## config.mk

```make
export PLATFORM = sky130hd
export DESIGN_NAME = dma_target
export DESIGN_NICKNAME = d
export VERILOG_FILES = /design/src/hw/dma_target_pkg.sv /design/src/hw/dma_mem_access.sv /design/src/hw/dma_read_fifo.sv /design/src/hw/dma_req_decoder.sv /design/src/hw/dma_resp_gen.sv /design/src/hw/dma_target.sv
export VERILOG_INCLUDE_DIRS = /design/src /design/src/include
export SDC_FILE = /design/constraint.sdc
export NUM_CORES = 1
export LEC_CHECK = 0
export BUFFER_PORTS_ARGS = -buffer_cell sky130_fd_sc_hd__buf_2
export CAP_MARGIN = 20
export CORE_MARGIN = 4
export CORE_UTILIZATION = 54
export CTS_CLUSTER_DIAMETER = 120
export DETAILED_ROUTE_END_ITERATION = 10
export GPL_TIMING_DRIVEN = 0
export MAX_ROUTING_LAYER = met4
export PLACE_DENSITY = 0.88
export SLEW_MARGIN = 15
export SYNTH_ARGS = -nofsm -noshare
export SYNTH_HDL_FRONTEND = slang
export SYNTH_SLANG_ARGS = --single-unit
```

## constraint.sdc

```tcl
create_clock -name clk -period 3.25 [get_ports clk]
set_input_delay 0.325 -clock clk [delete_from_list [all_inputs] [get_ports clk]]
set_output_delay 0.325 -clock clk [all_outputs]
set_load 0.05 [all_outputs]
```

## src/include/dma_target_config.svh

```systemverilog
//////////////////////////////////////////////////
// DMA target build constants
// Flit, address and packet sizes, tile identity
//////////////////////////////////////////////////

`ifndef DMA_TARGET_CONFIG_SVH
`define DMA_TARGET_CONFIG_SVH

// NoC flit: 2-bit flit type on top of a 32-bit body
`define DMA_FLIT_WIDTH 34

// Local memory port
`define DMA_ADDR_WIDTH 32
`define DMA_DATA_WIDTH 32

// Maximum flits in one NoC packet
`define DMA_PACKET_SIZE 16

// Header and address flit take two slots of each response packet
`define DMA_MAX_PAYLOAD (`DMA_PACKET_SIZE - 2)

// Id of the tile that hosts this target
`define DMA_TILE_ID 5'd3

// Word-count field of the header
`define DMA_SIZE_WIDTH 12

// Traffic class used for all DMA packets
`define DMA_PKT_CLASS 3'd2

`endif

```

## src/hw/dma_target_pkg.sv

```systemverilog
//////////////////////////////////////////////////
// DMA target types
// Flit layout, header view and request descriptor
//////////////////////////////////////////////////

`default_nettype none

`include "dma_target_config.svh"

package dma_target_pkg;

  // Flit type field, top two bits of every flit
  typedef enum logic [1:0] {
    FLIT_PAYLOAD = 2'b00,
    FLIT_HEADER  = 2'b01,
    FLIT_LAST    = 2'b10,
    FLIT_SINGLE  = 2'b11
  } flit_type_e;

  // DMA packet kinds
  typedef enum logic [1:0] {
    PKT_L2R_REQ  = 2'b00,
    PKT_R2L_REQ  = 2'b01,
    PKT_L2R_RESP = 2'b10,
    PKT_R2L_RESP = 2'b11
  } pkt_type_e;

  // Header body, 32 bits, destination in the top bits
  typedef struct packed {
    logic [4:0]                 dest;
    logic [2:0]                 cls;
    logic [4:0]                 src;
    pkt_type_e                  pkt_type;
    logic [3:0]                 pkt_id;
    logic                       last;
    logic [`DMA_SIZE_WIDTH-1:0] size;
  } dma_hdr_t;

  // Same 32 bits seen as header or as plain data/address word
  typedef union packed {
    dma_hdr_t                   hdr;
    logic [`DMA_DATA_WIDTH-1:0] word;
  } dma_flit_body_u;

  typedef struct packed {
    flit_type_e     ftype;
    dma_flit_body_u body;
  } dma_flit_t;

  // Request descriptor, shared by memory access and response side
  typedef struct packed {
    logic [4:0]                 src;
    logic [3:0]                 id;
    logic [`DMA_SIZE_WIDTH-1:0] words;
    logic [`DMA_ADDR_WIDTH-1:0] laddr;
    logic [`DMA_ADDR_WIDTH-1:0] raddr;
  } dma_req_t;

  // Single memory write command
  typedef struct packed {
    logic                       en;
    logic [`DMA_ADDR_WIDTH-1:0] addr;
    logic [`DMA_DATA_WIDTH-1:0] data;
  } mem_wr_t;

endpackage

`default_nettype wire

```

## src/hw/dma_mem_access.sv

```systemverilog
//////////////////////////////////////////////////
// Local memory port driver
// L2R writes, paced R2L reads into the read FIFO
//////////////////////////////////////////////////

`timescale 1ns/1ps
`default_nettype none

`include "dma_target_config.svh"

module dma_mem_access (
  input  logic                       clk,
  input  logic                       rst,
  input  dma_target_pkg::mem_wr_t    wr_i,
  input  dma_target_pkg::dma_req_t   req_i,
  input  logic                       r2l_start_i,
  output logic                       mem_en_o,
  output logic                       mem_we_o,
  output logic [`DMA_ADDR_WIDTH-1:0] mem_addr_o,
  output logic [`DMA_DATA_WIDTH-1:0] mem_wdata_o,
  input  logic [`DMA_DATA_WIDTH-1:0] mem_rdata_i,
  input  logic                       rd_pop_i,
  output logic                       rd_valid_o,
  output logic [`DMA_DATA_WIDTH-1:0] rd_data_o
);

  logic [`DMA_ADDR_WIDTH-1:0] rd_addr_q;
  logic [`DMA_SIZE_WIDTH-1:0] rd_left_q;
  // Read issued last cycle, data on mem_rdata_i now
  logic                       rd_pend_q;
  logic                       rd_issue;
  logic [1:0]                 fifo_level;
  logic [2:0]                 fifo_used;

  // Count in-flight read as occupied so a push never hits a full FIFO
  assign fifo_used = {1'b0, fifo_level} + {2'b00, rd_pend_q};
  // Writes win the port, they never overlap reads anyway
  assign rd_issue  = (rd_left_q != '0) && (fifo_used < 3'd3) && !wr_i.en;

  // Memory port
  assign mem_en_o    = wr_i.en | rd_issue;
  assign mem_we_o    = wr_i.en;
  assign mem_addr_o  = wr_i.en ? wr_i.addr : rd_addr_q;
  assign mem_wdata_o = wr_i.data;

  always_ff @(posedge clk) begin
    if (rst) begin
      rd_left_q <= '0;
      rd_pend_q <= 1'b0;
    end else begin
      rd_pend_q <= rd_issue;
      if (r2l_start_i) begin
        rd_left_q <= req_i.words;
      end else if (rd_issue) begin
        rd_left_q <= rd_left_q - `DMA_SIZE_WIDTH'(1);
      end
    end
  end

  // Word addresses step by four bytes
  always_ff @(posedge clk) begin
    if (r2l_start_i) begin
      rd_addr_q <= req_i.laddr;
    end else if (rd_issue) begin
      rd_addr_q <= rd_addr_q + `DMA_ADDR_WIDTH'(4);
    end
  end

  dma_read_fifo u_fifo (
    .clk         (clk),
    .rst         (rst),
    .push_i      (rd_pend_q),
    .push_data_i (mem_rdata_i),
    .pop_i       (rd_pop_i),
    .pop_data_o  (rd_data_o),
    .valid_o     (rd_valid_o),
    .level_o     (fifo_level)
  );

endmodule

`default_nettype wire

```

## src/hw/dma_read_fifo.sv

```systemverilog
//////////////////////////////////////////////////
// Three-entry shift FIFO for R2L read data
//////////////////////////////////////////////////

`timescale 1ns/1ps
`default_nettype none

`include "dma_target_config.svh"

module dma_read_fifo (
  input  logic                       clk,
  input  logic                       rst,
  input  logic                       push_i,
  input  logic [`DMA_DATA_WIDTH-1:0] push_data_i,
  input  logic                       pop_i,
  output logic [`DMA_DATA_WIDTH-1:0] pop_data_o,
  output logic                       valid_o,
  output logic [1:0]                 level_o
);

  logic [`DMA_DATA_WIDTH-1:0] entry_q [3];
  // One-hot write position, bit 0 empty, bit 3 full
  logic [3:0]                 pos_q;

  // Outputs come from registers only
  assign valid_o    = ~pos_q[0];
  assign pop_data_o = entry_q[0];
  assign level_o    = {pos_q[3] | pos_q[2], pos_q[3] | pos_q[1]};

  always_ff @(posedge clk) begin
    if (rst) begin
      pos_q <= 4'b0001;
    end else if (push_i && !pop_i) begin
      pos_q <= pos_q << 1;
    end else if (pop_i && !push_i) begin
      pos_q <= pos_q >> 1;
    end
  end

  // Head is always entry 0, pop shifts everything down by one
  always_ff @(posedge clk) begin
    for (int i = 0; i < 3; i++) begin
      if (pop_i) begin
        // Push into the slot that the shift frees up
        if (push_i && pos_q[i+1]) begin
          entry_q[i] <= push_data_i;
        end else begin
          entry_q[i] <= entry_q[(i < 2) ? i + 1 : i];
        end
      end else if (push_i && pos_q[i]) begin
        entry_q[i] <= push_data_i;
      end
    end
  end

endmodule

`default_nettype wire

```

## src/hw/dma_req_decoder.sv

```systemverilog
//////////////////////////////////////////////////
// DMA request decoder
// Parses request flits, issues L2R memory writes
//////////////////////////////////////////////////

`timescale 1ns/1ps
`default_nettype none

`include "dma_target_config.svh"

module dma_req_decoder (
  input  logic                      clk,
  input  logic                      rst,
  input  dma_target_pkg::dma_flit_t in_flit_i,
  input  logic                      in_valid_i,
  output logic                      in_ready_o,
  input  logic                      resp_idle_i,
  output dma_target_pkg::mem_wr_t   wr_o,
  output dma_target_pkg::dma_req_t  req_o,
  output logic                      l2r_done_o,
  output logic                      r2l_start_o
);

  typedef enum logic [2:0] {
    S_IDLE,
    S_L2R_ADDR,
    S_L2R_DATA,
    S_R2L_LADDR,
    S_R2L_RADDR,
    S_WAIT
  } state_e;

  state_e                   state_q;
  state_e                   state_d;
  dma_target_pkg::dma_req_t req_q;
  logic                     in_fire;
  logic                     in_last;

  // Busy while a response is pending, input is stalled
  assign in_ready_o = (state_q != S_WAIT);
  assign in_fire    = in_valid_i & in_ready_o;
  assign in_last    = (in_flit_i.ftype == dma_target_pkg::FLIT_LAST);
  assign req_o      = req_q;

  //////////////////////////////////////////////////
  // FSM
  //////////////////////////////////////////////////

  always_comb begin
    state_d = state_q;
    case (state_q)
      S_IDLE: begin
        if (in_fire) begin
          // Header view of the flit body
          case (in_flit_i.body.hdr.pkt_type)
            dma_target_pkg::PKT_L2R_REQ: state_d = S_L2R_ADDR;
            dma_target_pkg::PKT_R2L_REQ: state_d = S_R2L_LADDR;
            // Anything else is dropped
            default:                     state_d = S_IDLE;
          endcase
        end
      end
      S_L2R_ADDR:  if (in_fire) state_d = S_L2R_DATA;
      S_L2R_DATA:  if (in_fire && in_last) state_d = S_WAIT;
      S_R2L_LADDR: if (in_fire) state_d = S_R2L_RADDR;
      S_R2L_RADDR: if (in_fire) state_d = S_WAIT;
      // Response side is still idle during the start pulse itself
      S_WAIT:      if (resp_idle_i && !l2r_done_o && !r2l_start_o) state_d = S_IDLE;
      default:     state_d = S_IDLE;
    endcase
  end

  always_ff @(posedge clk) begin
    if (rst) begin
      state_q     <= S_IDLE;
      l2r_done_o  <= 1'b0;
      r2l_start_o <= 1'b0;
    end else begin
      state_q     <= state_d;
      l2r_done_o  <= in_fire && in_last && (state_q == S_L2R_DATA);
      r2l_start_o <= in_fire && (state_q == S_R2L_RADDR);
    end
  end

  //////////////////////////////////////////////////
  // Request capture
  //////////////////////////////////////////////////

  always_ff @(posedge clk) begin
    if (in_fire) begin
      case (state_q)
        S_IDLE: begin
          req_q.src   <= in_flit_i.body.hdr.src;
          req_q.id    <= in_flit_i.body.hdr.pkt_id;
          req_q.words <= in_flit_i.body.hdr.size;
        end
        S_L2R_ADDR, S_R2L_LADDR: req_q.laddr <= in_flit_i.body.word;
        // Local address doubles as the L2R write pointer
        S_L2R_DATA:  req_q.laddr <= req_q.laddr + `DMA_ADDR_WIDTH'(4);
        S_R2L_RADDR: req_q.raddr <= in_flit_i.body.word;
        default: ;
      endcase
    end
  end

  // One write per accepted data flit, same cycle
  always_comb begin
    wr_o.en   = in_fire && (state_q == S_L2R_DATA);
    wr_o.addr = req_q.laddr;
    wr_o.data = in_flit_i.body.word;
  end

endmodule

`default_nettype wire

```

## src/hw/dma_resp_gen.sv

```systemverilog
//////////////////////////////////////////////////
// DMA response generator
// L2R acks and packetized R2L read data on the NoC
//////////////////////////////////////////////////

`timescale 1ns/1ps
`default_nettype none

`include "dma_target_config.svh"

module dma_resp_gen (
  input  logic                       clk,
  input  logic                       rst,
  input  dma_target_pkg::dma_req_t   req_i,
  input  logic                       l2r_done_i,
  input  logic                       r2l_start_i,
  input  logic                       rd_valid_i,
  input  logic [`DMA_DATA_WIDTH-1:0] rd_data_i,
  output logic                       rd_pop_o,
  output dma_target_pkg::dma_flit_t  out_flit_o,
  output logic                       out_valid_o,
  input  logic                       out_ready_i,
  output logic                       resp_idle_o
);

  localparam logic [`DMA_SIZE_WIDTH-1:0] MAX_PAYLOAD = `DMA_SIZE_WIDTH'(`DMA_MAX_PAYLOAD);

  typedef enum logic [2:0] {
    S_IDLE,
    S_L2R_RESP,
    S_R2L_HDR,
    S_R2L_ADDR,
    S_R2L_DATA
  } state_e;

  state_e                   state_q;
  // Words sent in earlier packets of this request
  logic [`DMA_SIZE_WIDTH-1:0] sent_q;
  // Data flits in the current packet and index within it
  logic [`DMA_SIZE_WIDTH-1:0] pkt_size_q;
  logic [`DMA_SIZE_WIDTH-1:0] pkt_cnt_q;
  logic [`DMA_SIZE_WIDTH-1:0] words_left;
  logic [`DMA_SIZE_WIDTH-1:0] pkt_words;
  logic                       pkt_end;
  logic                       out_fire;
  dma_target_pkg::dma_hdr_t   resp_hdr;

  assign words_left  = req_i.words - sent_q;
  assign pkt_words   = (words_left > MAX_PAYLOAD) ? MAX_PAYLOAD : words_left;
  assign pkt_end     = (pkt_cnt_q == pkt_size_q - `DMA_SIZE_WIDTH'(1));
  assign out_fire    = out_valid_o & out_ready_i;
  assign rd_pop_o    = (state_q == S_R2L_DATA) & out_fire;
  assign resp_idle_o = (state_q == S_IDLE);

  //////////////////////////////////////////////////
  // Output flit
  //////////////////////////////////////////////////

  always_comb begin
    // Fields common to both response headers, back to the requester
    resp_hdr          = '0;
    resp_hdr.dest     = req_i.src;
    resp_hdr.cls      = `DMA_PKT_CLASS;
    resp_hdr.src      = `DMA_TILE_ID;
    resp_hdr.pkt_id   = req_i.id;
    out_flit_o        = '0;
    out_valid_o       = 1'b0;
    case (state_q)
      S_L2R_RESP: begin
        resp_hdr.pkt_type = dma_target_pkg::PKT_L2R_RESP;
        out_valid_o       = 1'b1;
        out_flit_o.ftype  = dma_target_pkg::FLIT_SINGLE;
        out_flit_o.body   = resp_hdr;
      end
      S_R2L_HDR: begin
        resp_hdr.pkt_type = dma_target_pkg::PKT_R2L_RESP;
        resp_hdr.last     = (words_left <= MAX_PAYLOAD);
        resp_hdr.size     = pkt_words;
        out_valid_o       = 1'b1;
        out_flit_o.ftype  = dma_target_pkg::FLIT_HEADER;
        out_flit_o.body   = resp_hdr;
      end
      S_R2L_ADDR: begin
        // Remote address advanced past the words already returned
        out_valid_o          = 1'b1;
        out_flit_o.ftype     = dma_target_pkg::FLIT_PAYLOAD;
        out_flit_o.body.word = req_i.raddr + (`DMA_ADDR_WIDTH'(sent_q) << 2);
      end
      S_R2L_DATA: begin
        out_valid_o          = rd_valid_i;
        out_flit_o.ftype     = pkt_end ? dma_target_pkg::FLIT_LAST
                                       : dma_target_pkg::FLIT_PAYLOAD;
        out_flit_o.body.word = rd_data_i;
      end
      default: ;
    endcase
  end

  //////////////////////////////////////////////////
  // FSM and counters
  //////////////////////////////////////////////////

  always_ff @(posedge clk) begin
    if (rst) begin
      state_q    <= S_IDLE;
      sent_q     <= '0;
      pkt_size_q <= '0;
      pkt_cnt_q  <= '0;
    end else begin
      case (state_q)
        S_IDLE: begin
          sent_q <= '0;
          if (l2r_done_i) begin
            state_q <= S_L2R_RESP;
          end else if (r2l_start_i) begin
            state_q <= S_R2L_HDR;
          end
        end
        S_L2R_RESP: if (out_fire) state_q <= S_IDLE;
        S_R2L_HDR: begin
          if (out_fire) begin
            state_q    <= S_R2L_ADDR;
            pkt_size_q <= pkt_words;
            pkt_cnt_q  <= '0;
          end
        end
        S_R2L_ADDR: if (out_fire) state_q <= S_R2L_DATA;
        S_R2L_DATA: begin
          if (out_fire && pkt_end) begin
            sent_q  <= sent_q + pkt_size_q;
            // Request done once this packet covers all remaining words
            state_q <= (pkt_size_q == words_left) ? S_IDLE : S_R2L_HDR;
          end else if (out_fire) begin
            pkt_cnt_q <= pkt_cnt_q + `DMA_SIZE_WIDTH'(1);
          end
        end
        default: state_q <= S_IDLE;
      endcase
    end
  end

endmodule

`default_nettype wire

```

## src/hw/dma_target.sv

```systemverilog
//////////////////////////////////////////////////
// DMA target top level
// Request decoder, memory access, response generator
//////////////////////////////////////////////////

`timescale 1ns/1ps
`default_nettype none

`include "dma_target_config.svh"

module dma_target (
  input  logic                       clk,
  input  logic                       rst,
  // NoC input
  input  dma_target_pkg::dma_flit_t  in_flit_i,
  input  logic                       in_valid_i,
  output logic                       in_ready_o,
  // NoC output
  output dma_target_pkg::dma_flit_t  out_flit_o,
  output logic                       out_valid_o,
  input  logic                       out_ready_i,
  // Local memory
  output logic                       mem_en_o,
  output logic                       mem_we_o,
  output logic [`DMA_ADDR_WIDTH-1:0] mem_addr_o,
  output logic [`DMA_DATA_WIDTH-1:0] mem_wdata_o,
  input  logic [`DMA_DATA_WIDTH-1:0] mem_rdata_i
);

  dma_target_pkg::mem_wr_t    wr;
  dma_target_pkg::dma_req_t   req;
  logic                       l2r_done;
  logic                       r2l_start;
  logic                       resp_idle;
  // Read FIFO head towards the response side
  logic                       rd_valid;
  logic                       rd_pop;
  logic [`DMA_DATA_WIDTH-1:0] rd_data;

  dma_req_decoder u_decoder (
    .clk         (clk),
    .rst         (rst),
    .in_flit_i   (in_flit_i),
    .in_valid_i  (in_valid_i),
    .in_ready_o  (in_ready_o),
    .resp_idle_i (resp_idle),
    .wr_o        (wr),
    .req_o       (req),
    .l2r_done_o  (l2r_done),
    .r2l_start_o (r2l_start)
  );

  dma_mem_access u_mem_access (
    .clk         (clk),
    .rst         (rst),
    .wr_i        (wr),
    .req_i       (req),
    .r2l_start_i (r2l_start),
    .mem_en_o    (mem_en_o),
    .mem_we_o    (mem_we_o),
    .mem_addr_o  (mem_addr_o),
    .mem_wdata_o (mem_wdata_o),
    .mem_rdata_i (mem_rdata_i),
    .rd_pop_i    (rd_pop),
    .rd_valid_o  (rd_valid),
    .rd_data_o   (rd_data)
  );

  dma_resp_gen u_resp_gen (
    .clk         (clk),
    .rst         (rst),
    .req_i       (req),
    .l2r_done_i  (l2r_done),
    .r2l_start_i (r2l_start),
    .rd_valid_i  (rd_valid),
    .rd_data_i   (rd_data),
    .rd_pop_o    (rd_pop),
    .out_flit_o  (out_flit_o),
    .out_valid_o (out_valid_o),
    .out_ready_i (out_ready_i),
    .resp_idle_o (resp_idle)
  );

endmodule

`default_nettype wire

```

# --- Yosys cells after proc, flatten, opt, wreduce, memory -nomap -nowiden ---
# Memory sizes are Yosys's and may differ from the RTL's.
# Index checks and enable logic that the tools add are counted.
word_totals:
  word_cells: 173
  register_bits: 178
  rom_bits: 0
  memories: 1
  input_bits: 70
  latch_bits: 0
  mem_bits_rw: 96
  out_inout_bits: 102
op_classes:
  addsub: 9
  shifts: 0
  mul: 0
  bitwise: 13
  n_lt_le_gt_ge: 3
  n_mux: 65
  eq_ne: 27
  n_reduce_logical: 39
  n_div: 0
mem_list:
  columns: ["memory", "words", "word_bits", "read_ports", "rd_ports_with_merged_regs", "wr", "line", "source"]
  rows:
  - ["u_mem_access.u_fifo.entry_q", 3, 32, 3, 0, 3, "dma_read_fifo.sv:21", "logic [`DMA_DATA_WIDTH-1:0] entry_q [3];"]
op_table:
  columns: ["operator", "n"]
  rows:
  - ["$mux 32", 9]
  - ["$pmux 34 s4", 1]
  - ["$mux 12", 7]
  - ["$add 32x3->32 const B", 2]
  - ["$pmux 32 s2", 1]
  - ["$pmux 12 s2", 2]
  - ["$mux 3", 12]
  - ["$add 32x14->32", 1]
  - ["$mux 1", 25]
  - ["$eq 12x12->1", 2]
  - ["$sub 12x1->12 const B", 2]
  - ["$ne 2x1->1 const B", 10]
  - ["$pmux 3 s6", 1]
  - ["$logic_and 1x1->1", 15]
  - ["$pmux 3 s5", 1]
  - ["$add 12x1->12 const B", 1]
  - ["$add 12x12->12", 1]
  - ["$eq 3x2->1 const B", 4]
  - ["$gt 12x4->1 const B", 1]
  - ["$le 12x4->1 const B", 1]
  - ["$reduce_bool 12->1", 1]
  - ["$sub 12x12->12", 1]
  - ["$reduce_and 2->1", 5]
  - ["$reduce_bool 2->1", 5]
  - ["23 further kinds", 45]

# --- Depth between registers and ports, before layout ---
# Gate-level depths: netlist of the first run.
logic_depth:
  ltp_word: 9
  mapped_depth: 13
  mapped_depth_nobuf: 12

# --- Modules after synthesis ---
# A second synthesis of the first run with hierarchy kept.
hier_totals:
  hier_cells: 1566
  area_unflattened_um2: 16676.0
by_module_without_submodules:
  columns: ["module", "area_per_inst_um2", "seq_area_each_um2", "instances", "cells_each"]
  rows:
  - ["dma_resp_gen", 4997.3, 780.7, 1, 690]
  - ["dma_req_decoder", 4255.3, 2652.5, 1, 334]
  - ["dma_read_fifo", 4161.5, 2962.8, 1, 196]
  - ["dma_mem_access", 3261.9, 1221.2, 1, 346]

# --- Worst setup path before layout of the first run ---
# No wires, ideal clock.
synth_timing:
  kind: "register to output"
  start: "reg u_decoder.req_q (netlist bit u_decoder.req_o[2])"
  end: "out out_flit_o[24] (netlist name)"
  path_stages_with_launch: 12
  t_required_ns: 2.925
  n_path_buf: 1
  slack_ns: -0.771
  t_arrival_ns: 3.696
  cell_sequence: "edfxtp_1 > ha_1 > fa_1 > a21oi_1 > o22ai_1 > o41a_1 > a311oi_1 > o21a_1 > clkbuf_1 > nor4b_1 > xnor2_1 > o21ai_0"
synth_lines:
  columns: ["element", "line", "source"]
  rows:
  - ["start: declaration", "dma_req_decoder.sv:35", "dma_target_pkg::dma_req_t req_q;"]
  - ["end: declaration", "dma_target.sv:19", "output dma_target_pkg::dma_flit_t out_flit_o,"]

==> metrics list, run 1 <==
- The share of the Yosys chip area taken by registers is 0.500.
* Biggest fanout along the worst timing path: 9
- Highest metal used: met4
- Maximum clock skew at final layout: 0.0224 ns
* Wire length per cell: 22.9 um
- Dividing total power by cell area gives a power density of 573 nW/um2.
- Cell with the most instances after synthesis: edfxtp_1
* Mapped cell area: 15200 um2
- Placement Setup Slack: -0.587 ns
- Class of the worst hold path: input port to flip-flop
- Relative to the synthesized area, the layout overhead comes to 25.7%.
* Endpoint arrival time on the critical path: 3.67 ns
- Cell at the root of the clock tree: clkbuf_16
- In this design, the stage delay of the slowest critical-path cell is 0.40 ns.
- The die is 176 um wide.
* CTS H-tree depth: 1
- Counting every sink on the clock net gives 274.
- The number of hold violations in the final report is 0.
- Maximum number of pins on one net before global-route repair: 34
- I/O pins: 172
- Critical path class: flip-flop to output pin
* Overall routed net length: 48.9 mm
* Kind of start point of the critical path: flip-flop
- Via count of the first global-routing pass: 13.5k
- At the pin with the least slew margin, the transition time is 0.921 ns.
* M1 wire length: 17.3 mm
* DRT Pass-1 Iters: 5
- The count of nets left with antenna violations once routing finished came out at 0.
- After synthesis, the largest family of logic cells by area is simple AND/OR/NAND/NOR gates.
* Post-Syn Nets: 1579
- Worst slew margin relative to its limit: 0.386
* Leading cell types by count after synthesis: 213 x edfxtp_1, 164 x nand2_1, 122 x nor2_1, 91 x a21oi_1
- Yosys mapped a number of flops with a built-in enable equal to 213.
- Of the cells placed in the final design, the portion with a size suffix greater than 1 is 0.293.
* Final setup vio count: 27
- Xor/xnor cell area share of the yosys netlist: 0.0800
- The total overflow left after global routing is 0.
- Wire segments on met3 add up to 4.59 mm in the final route.
- The worst setup path is captured at an output pin.
- In the routed layout, each cell is associated on average with a via count of 6.29.
* Kind of cell adding the most delay to the critical path: compound AO/OA/AOI/OAI gates
- Of the post-synthesis cell area, the dominant cell type holds 0.420.
- In the global route stage, overall resource usage came out at 0.305.
- FMAX: 250 MHz
- In the post-synthesis netlist, the biggest area contributors are edfxtp_1 42%, dfxtp_1 8.0%, mux2_2 6.1%.
* Remaining design rule violation count: 0
- At the end of routability-driven placement, the weighted congestion stood at 0.934.
- Simple logic cell fraction of the synthesized area: 0.163
* Synthesized area per cell: 10.4 um2
* Met2 wire length: 23.5 mm
- Cell taking the most area after synthesis: edfxtp_1
- In this run the number of cells on the critical path is 12.
- Of the total synthesized cell area, the portion taken by full adders, half adders and majority gates is 0.0385.
* Area of the die: 30900 um2
- For this run, asynchronously set or reset flops after synthesis account for 0.
- The flow ran to the end, but the final reports show violations.
* Core outline area: 27800 um2
* Leakage power summed over all cells: 7.17 nW
* CTS tree: done
* Crit path required time: 2.92 ns
- From bottom edge to top edge, the die measures 176 um.
* Violations in the final reports: setup timing
- Worst Hold Path Cells: 1
- The worst-case IR drop observed on VDD is 535 uV.
- For this design, the slowest cell found on the critical path is edfxtp_1.
- Mux contribution to synthesized area: 0.0666
- Minimum clock period after layout: 4.00 ns
- Count of distinct cell types in the synthesized netlist: 77
- RSZ-0062 raised after global routing: true
- The repair_antennas step left the layout with diodes totalling 0.
- Synth Area in Compound Gates: 0.109
- The floorplan has 61 rows.
- Fin worst setup slack: -0.748 ns
- Final cycle utilization of the critical path: 1.23
- Number of vias after detailed routing: 13.5k
- Counting both buffers and inverters, the worst setup path holds a total of 2.
- Synth Instances: 1464
- At the end of the flow, the number of nets in the layout was 1855.
- Most common flop cell mapped by yosys: edfxtp_1
- Number of violations of the max-capacitance limit: 0
- For this configuration, the core starts out at a cell density of 0.548.
- The design draws 11.0 mW.
- Clock slew at the register clock pins of the worst setup and hold paths: 0.06 ns
- Cells along the critical path: ha_2 -> fa_2 -> a21oi_4 -> o22ai_2 -> o41a_1 -> a311oi_4 -> o21a_1 -> buf_8 -> nor3_1 -> xnor2_1 -> o21ai_4 -> buf_6
- YS warnings: 0
- Number of DRC markers after the initial detailed-route iteration: 1620
- Number of antenna violations at the first check in global routing: 0
- The later pin in the worst-skew pair is clocked with a latency of 0.56 ns.
- Clock Tree Buf Depth: 3
* Slew Viols, Final: 0
* Total of flip-flops plus latches after synthesis: 274
- For the worst flop-to-flop path, the logic depth is 10.
- Detailed placement ended at an HPWL of 31.0 mm.
* Wire length of the first global-routing pass: 73.2 mm
- Clock tree synthesis inserted a total of 28 buffers.
- Port Buffers: 170
-- power breakdown --
part	internal (mW)	switching (mW)
combinational	0.972	2.02
sequential	4.40	0.389
clock	1.80	1.39
-- state kept, by name, indices dropped and copies added (netlist names) --
register,flops
u_mem_access.u_fifo.entry_q,96
u_decoder.req_o,85
u_mem_access.rd_addr_q,32
u_mem_access.rd_left_q,12
u_resp_gen.pkt_cnt_q,12
u_resp_gen.pkt_size_q,12
u_resp_gen.sent_q,12
u_mem_access.u_fifo.pos_q,4
u_decoder.state_q,3
u_resp_gen.state_q,3
u_decoder.l2r_done_o,1
u_decoder.r2l_start_o,1
u_mem_access.rd_pend_q,1
-- cells by family (layout without fill, tap and decap cells) --
kind of cell             after synthesis  in the layout
adder cells (fa/ha/maj)               45             45
flip-flops                           274            274
AND/OR/NAND/NOR                      513            513
multiplexers                          91             91
buffers and inverters                136            434
AO/OA/AOI/OAI                        266            266
XOR/XNOR                             139            139
-- metrics by stage --
step | hold slack (ns) | util | instance area, um2 | setup TNS (ns) | std cells
floorplan | 0.424 | - | 15400 | -0.0219 | 1464
global placement | 0.494 | 0.600 | 16700 | -69.32 | 2012
detailed placement | 0.521 | 0.602 | 16700 | -19.62 | 2016
CTS | 0.00219 | 0.675 | 18800 | -9.11 | 2124
global route | 0.00209 | 0.689 | 19100 | -13.07 | 2140
finish | 0.0147 | 0.689 | 19100 | -11.81 | 2140
-- worst reg2reg max path: stages, from the launching register on --
cell     delay, ns
dfxtp_1       0.55
inv_1         0.16
ha_2          0.49
nor2b_4       0.24
o22ai_4       0.10
o21ai_4       0.19
mux2i_1       0.11
or4_4         0.63
buf_4         0.19
or3_1         0.35
a21oi_2       0.11
-- what timing repair did --
| action | CTS | global route |
|---|---|---|
| hold buffers | 36 | 1 |
| pin swaps | 39 | 47 |
| hold endpoints to repair | 36 | 1 |
| gates resized for setup | 150 | 65 |
| setup buffers | 26 | 21 |
| endpoints found under the setup margin | 142 | 104 |
-- placed cells by master, fill, tap and decap left out, drive strengths merged, types with 9 or more instances in the layout --
cell,count
buf,268
edfxtp,213
nand2,164
nor2,122
a21oi,93
clkbuf,85
o21ai,84
mux2,82
xor2,78
xnor2,61
dfxtp,61
ha,42
nand3,41
dlygate4sd3,37
inv,37
nor3,35
and3,20
nand4,18
and2,17
nand2b,15
nor2b,13
or3,11
or4,11
nor4,10
a22oi,9
mux2i,9
-- path summary, 6_finish.rpt --
| kind | from | endpoint | slack, ns |
|---|---|---|---|
| worst max-delay path | u_decoder.req_o[2] | out_flit_o[28] | -0.75 |
| worst min-delay path | in_flit_i[29] | u_decoder.req_o[29] | 0.01 |
| worst max register to register | u_resp_gen.sent_q[6] | u_resp_gen.pkt_size_q[0] | 0.06 |
| worst min register to register | u_resp_gen.pkt_size_q[1] | u_resp_gen.pkt_size_q[1] | 0.53 |
-- per-layer routing --
| layer | GRT usage | up-vias |
|---|---|---|
| met5 | - | - |
| met4 | 0.164 | 0 |
| met3 | 0.0441 | 280 |
| met2 | 0.499 | 980 |
| met1 | 0.367 | 6391 |
| li1 | - | 5818 |
-- cell type report --
type / instances / area [um2]
clock inverters: 8 / 75.1
clock buffers: 44 / 812
fillers: 1830 / 8640
multi-input cells: 1054 / 7690
well taps: 378 / 473
flip-flops and latches: 274 / 7640
plain buffers: 89 / 489
inverters: 36 / 140
repair buffers: 257 / 1820
Power figures use the tool's default switching activity.
==> run 2, diff against run 1 <==
--- a/config.mk
+++ b/config.mk
@@ -9,12 +9,12 @@
 export BUFFER_PORTS_ARGS = -buffer_cell sky130_fd_sc_hd__buf_2
 export CAP_MARGIN = 20
 export CORE_MARGIN = 4
-export CORE_UTILIZATION = 54
+export CORE_UTILIZATION = 59
 export CTS_CLUSTER_DIAMETER = 120
 export DETAILED_ROUTE_END_ITERATION = 10
 export GPL_TIMING_DRIVEN = 0
 export MAX_ROUTING_LAYER = met4
-export PLACE_DENSITY = 0.88
+export PLACE_DENSITY = 0.91
 export SLEW_MARGIN = 15
 export SYNTH_ARGS = -nofsm -noshare
 export SYNTH_HDL_FRONTEND = slang
==> constraint.sdc (replaced) <==
create_clock -name clk -period 4.04 [get_ports clk]
set_input_delay 0.404 -clock clk [delete_from_list [all_inputs] [get_ports clk]]
set_output_delay 0.404 -clock clk [all_outputs]
set_load 0.05 [all_outputs]
==> run 2 against run 1 <==
  * The run still ends with setup timing left
  * Non-clock buffer count down 64
  * Cell count fell by 5.1%
  * Register-to-register slack gained 0.43 ns
  * Global-route usage shrank 0.85 points
  * Critical endpoint is now out_flit_o[18]
  * Largest power group unchanged
  * First-iteration DRC count decreased by 12%
  * Wire length shrank 11%
==> metrics list, run 2 (same netlist as run 1, synthesis figures left out) <==
- Clock-pin slew was measured on the worst setup and hold paths at 0.06 ns.
- The layer flagged by global routing as most heavily used is met2.
* Biggest fanout along the worst timing path: 5
* Maximum clock skew at final layout: 0.0198 ns
- Violations in the final reports: setup timing
* Clock Tree Buf Depth: 3
- The core region is 25300 um2.
- Setup violations remaining at the end of the flow were counted as 7.
* Share of cells above drive strength 1: 0.249
- Across the VDD grid, the largest voltage drop is 558 uV.
- I/O pins: 172
- Global-route usage over all layers: 0.297
* Leakage power summed over all cells: 6.72 nW
* Fin worst setup slack: -0.124 ns
- Worst slew margin relative to its limit: 0.238
* Class of the worst hold path: input port to flip-flop
- Placement Setup Slack: 0.00249 ns
- Via count of the first global-routing pass: 12.4k
* Internal power: 5.69 mW
- Final cycle utilization of the critical path: 1.03
* Remaining design rule violation count: 0
- Number of DRC markers after the initial detailed-route iteration: 1419
- Switching pwr: 3.03 mW
* Clk sink count: 274
* CTS H-tree depth: 1
* GR Util met1: 0.381
* Critical register-to-register path startpoint: u_mem_access.u_fifo.pos_q[1]
* Result of the run: finished, violations left
- The path with the worst hold slack has its endpoint at u_mem_access.u_fifo.entry_q[2][3].
* Flip-flop count of the largest register after layout: 96
- TritonCTS buffer count: 29
- FMAX: 240 MHz
* Wire length of the first global-routing pass: 66.0 mm
* Number of vias after detailed routing: 12.8k
* Area of the die: 28400 um2
- For flop-to-flop paths, the worst setup slack is 0.49 ns.
* Crit path required time: 3.64 ns
- Vias per inst: 6.29
- The worst setup path is launched from a flip-flop.
* CP peak stage delay: 0.46 ns
* Antenna Diode Count: 0
- Maximum number of pins on one net before global-route repair: 34
* Number of nets in the layout: 1793
- The cell sitting at the root of the clock tree is a clkbuf_16.
* CTS tree: done
- Detailed placement finished with a half-perimeter wire length of 30.3 mm.
- The share of total power dissipated in combinational logic is 0.261.
* Met2 Use GR: 0.487
- Number of fill cells: 1619
- Port Buffers: 170
- Of the total power, the share spent switching nets is 0.347.
* Slew Viols, Final: 0
* Max stage delay cell, worst path: a311oi_4
* Startpoint of the lowest-slack hold path: mem_rdata_i[3]
* Multi-input gate area in the final layout: 7340 um2
- Minimum clock period after layout: 4.16 ns
* Hold Fails Final Rpt: 0
- The worst setup path is of the flip-flop to output pin kind.
- Number of violations of the max-capacitance limit: 0
- u_mem_access.u_fifo.entry_q holds more flip-flops than any other register.
* Cells along the critical path: ha_2 -> fa_2 -> a21oi_4 -> o22ai_2 -> o41a_1 -> a311oi_4 -> o21a_4 -> nor3b_2 -> xnor2_1 -> o21ai_2 -> buf_6
* Initial Utilization: 0.603
- Overall routed net length: 43.6 mm
* Worst Hold Path Cells: 1
- Number of antenna violations at the first check in global routing: 0
- Routability-driven placement finished with a final weighted congestion of 0.948.
* Die Height: 169 um
- In this run the critical register-to-register path is captured at u_mem_access.rd_addr_q[24].
- Sequential fraction of design power: 0.441
* Path depth of the worst reg2reg path: 7
- Total congestion overflow after global routing: 0
* Critical path origin: u_decoder.req_o[2]
* RSZ-0062 raised after global routing: true
* DRT Pass-1 Iters: 6
- From left edge to right edge, the die measures 169 um.
- Power comes to 8.72 mW.
- STA puts the critical path data arrival time at 3.76 ns.
- In the layout the commonest cells are 213 x edfxtp_1, 161 x nand2_1, 161 x buf_2, 121 x nor2_1, 87 x a21oi_1.
- Critical Path End Type: output pin
- Compared with the post-synthesis result, the final layout area differs by 18.1%.
* Clock power share: 0.298
* Count of standard-cell rows: 58
* Most common library cell in the layout ignoring fill and taps: edfxtp_1
- In this run the remaining antenna-violating nets after routing total 0.
- At the later pin of the worst-skew pair, clock insertion delay measures 0.57 ns.
- In the final routed layout, each cell accounts on average for 21.5 um.
- Power density over the cells: 485 nW/um2
* GR Layer Usage met3: 0.0357
- The sequential cells in the finished layout cover a total of 7620 um2.
- At the pin with the least slew margin, the transition time is 1.13 ns.
==> run 2: changes by cell type in the layout (fill, tap and decap cells not counted), moves of 6 or more <==
cell / change
dlygate4sd3_1: -37
buf_4: -29
buf_2: +14
buf_6: -12
o21ai_0: +12
ha_1: +9
a21oi_1: +7
dfxtp_1: +7
o21ai_4: -7
buf_8: -6
ha_2: -6
==> run 2: per-stage QoR <==
step	instances	area [um2]	setup TNS [ns]	hold slack, ns	utilization
final	2030	18000	-0.307	0.0318	0.712
after global routing	2030	18000	-1.47	0.0331	0.712
after CTS	2020	17600	-0.0196	0.0267	0.698
after detailed placement	1968	16600	0	0.522	0.656
after global placement	1964	16500	-19.26	0.490	0.653
after floorplan	1464	15200	0	0.466	-
==> run 2: metal layers <==
metal	vias up	wire [um]
met1	6136	16400
li1	5713	-
met2	792	21400
met5	-	0
met4	0	1790
met3	128	4020
==> run 2: power groups by stage <==
stage	clock (mW)	sequential (mW)	combinational [mW]
5_1_grt	2.72	3.88	2.46
3_5_place_dp	0	3.88	2.21
4_1_cts	2.58	3.83	2.24
3_3_place_gp	0	3.86	2.13
6_report	2.60	3.84	2.28
2_1_floorplan	0	3.79	1.70
==> run 2: what timing repair did <==
item                                    in CTS  in global routing
cloned                                       1                  0
resized for setup                           40                 66
endpoints found under the setup margin      33                 18
buffers inserted                             2                 10
pin swaps                                    7                 26
hold buffers                                 0                  0
==> run 2: how the worst max path moves through the flow <==
stage,end,slack (ns),cells after the start
2_1_floorplan,out_flit_o[14],0.07,10
3_3_place_gp,u_decoder.req_o[84],-0.63,2
6_report,out_flit_o[18],-0.12,11
5_1_grt,out_flit_o[1],-0.19,13
3_5_place_dp,out_flit_o[18],0.002,12
4_1_cts,out_flit_o[18],-0.02,11
==> run 2: cell type report <==
| type | count | area share |
|---|---|---|
| Buffer | 96 | 0.0274 |
| Clock buffer | 34 | 0.0414 |
| Clock inverter | 19 | 0.00911 |
| Inverter | 36 | 0.00751 |
| Multi-Input combinational cell | 1055 | 0.408 |
| Sequential cell | 274 | 0.424 |
| Tap cell | 330 | 0.0230 |
| Timing Repair Buffer | 186 | 0.0598 |
==> run 2: worst max-delay path, delay by kind of cell, from the launching register on <==
family,cells,cell delay (ns)
buffers and inverters,1,0.19
flip-flops,1,0.38
adder cells (fa/ha/maj),2,0.64
XOR/XNOR,1,0.32
AO/OA/AOI/OAI,6,1.62
AND/OR/NAND/NOR,1,0.07
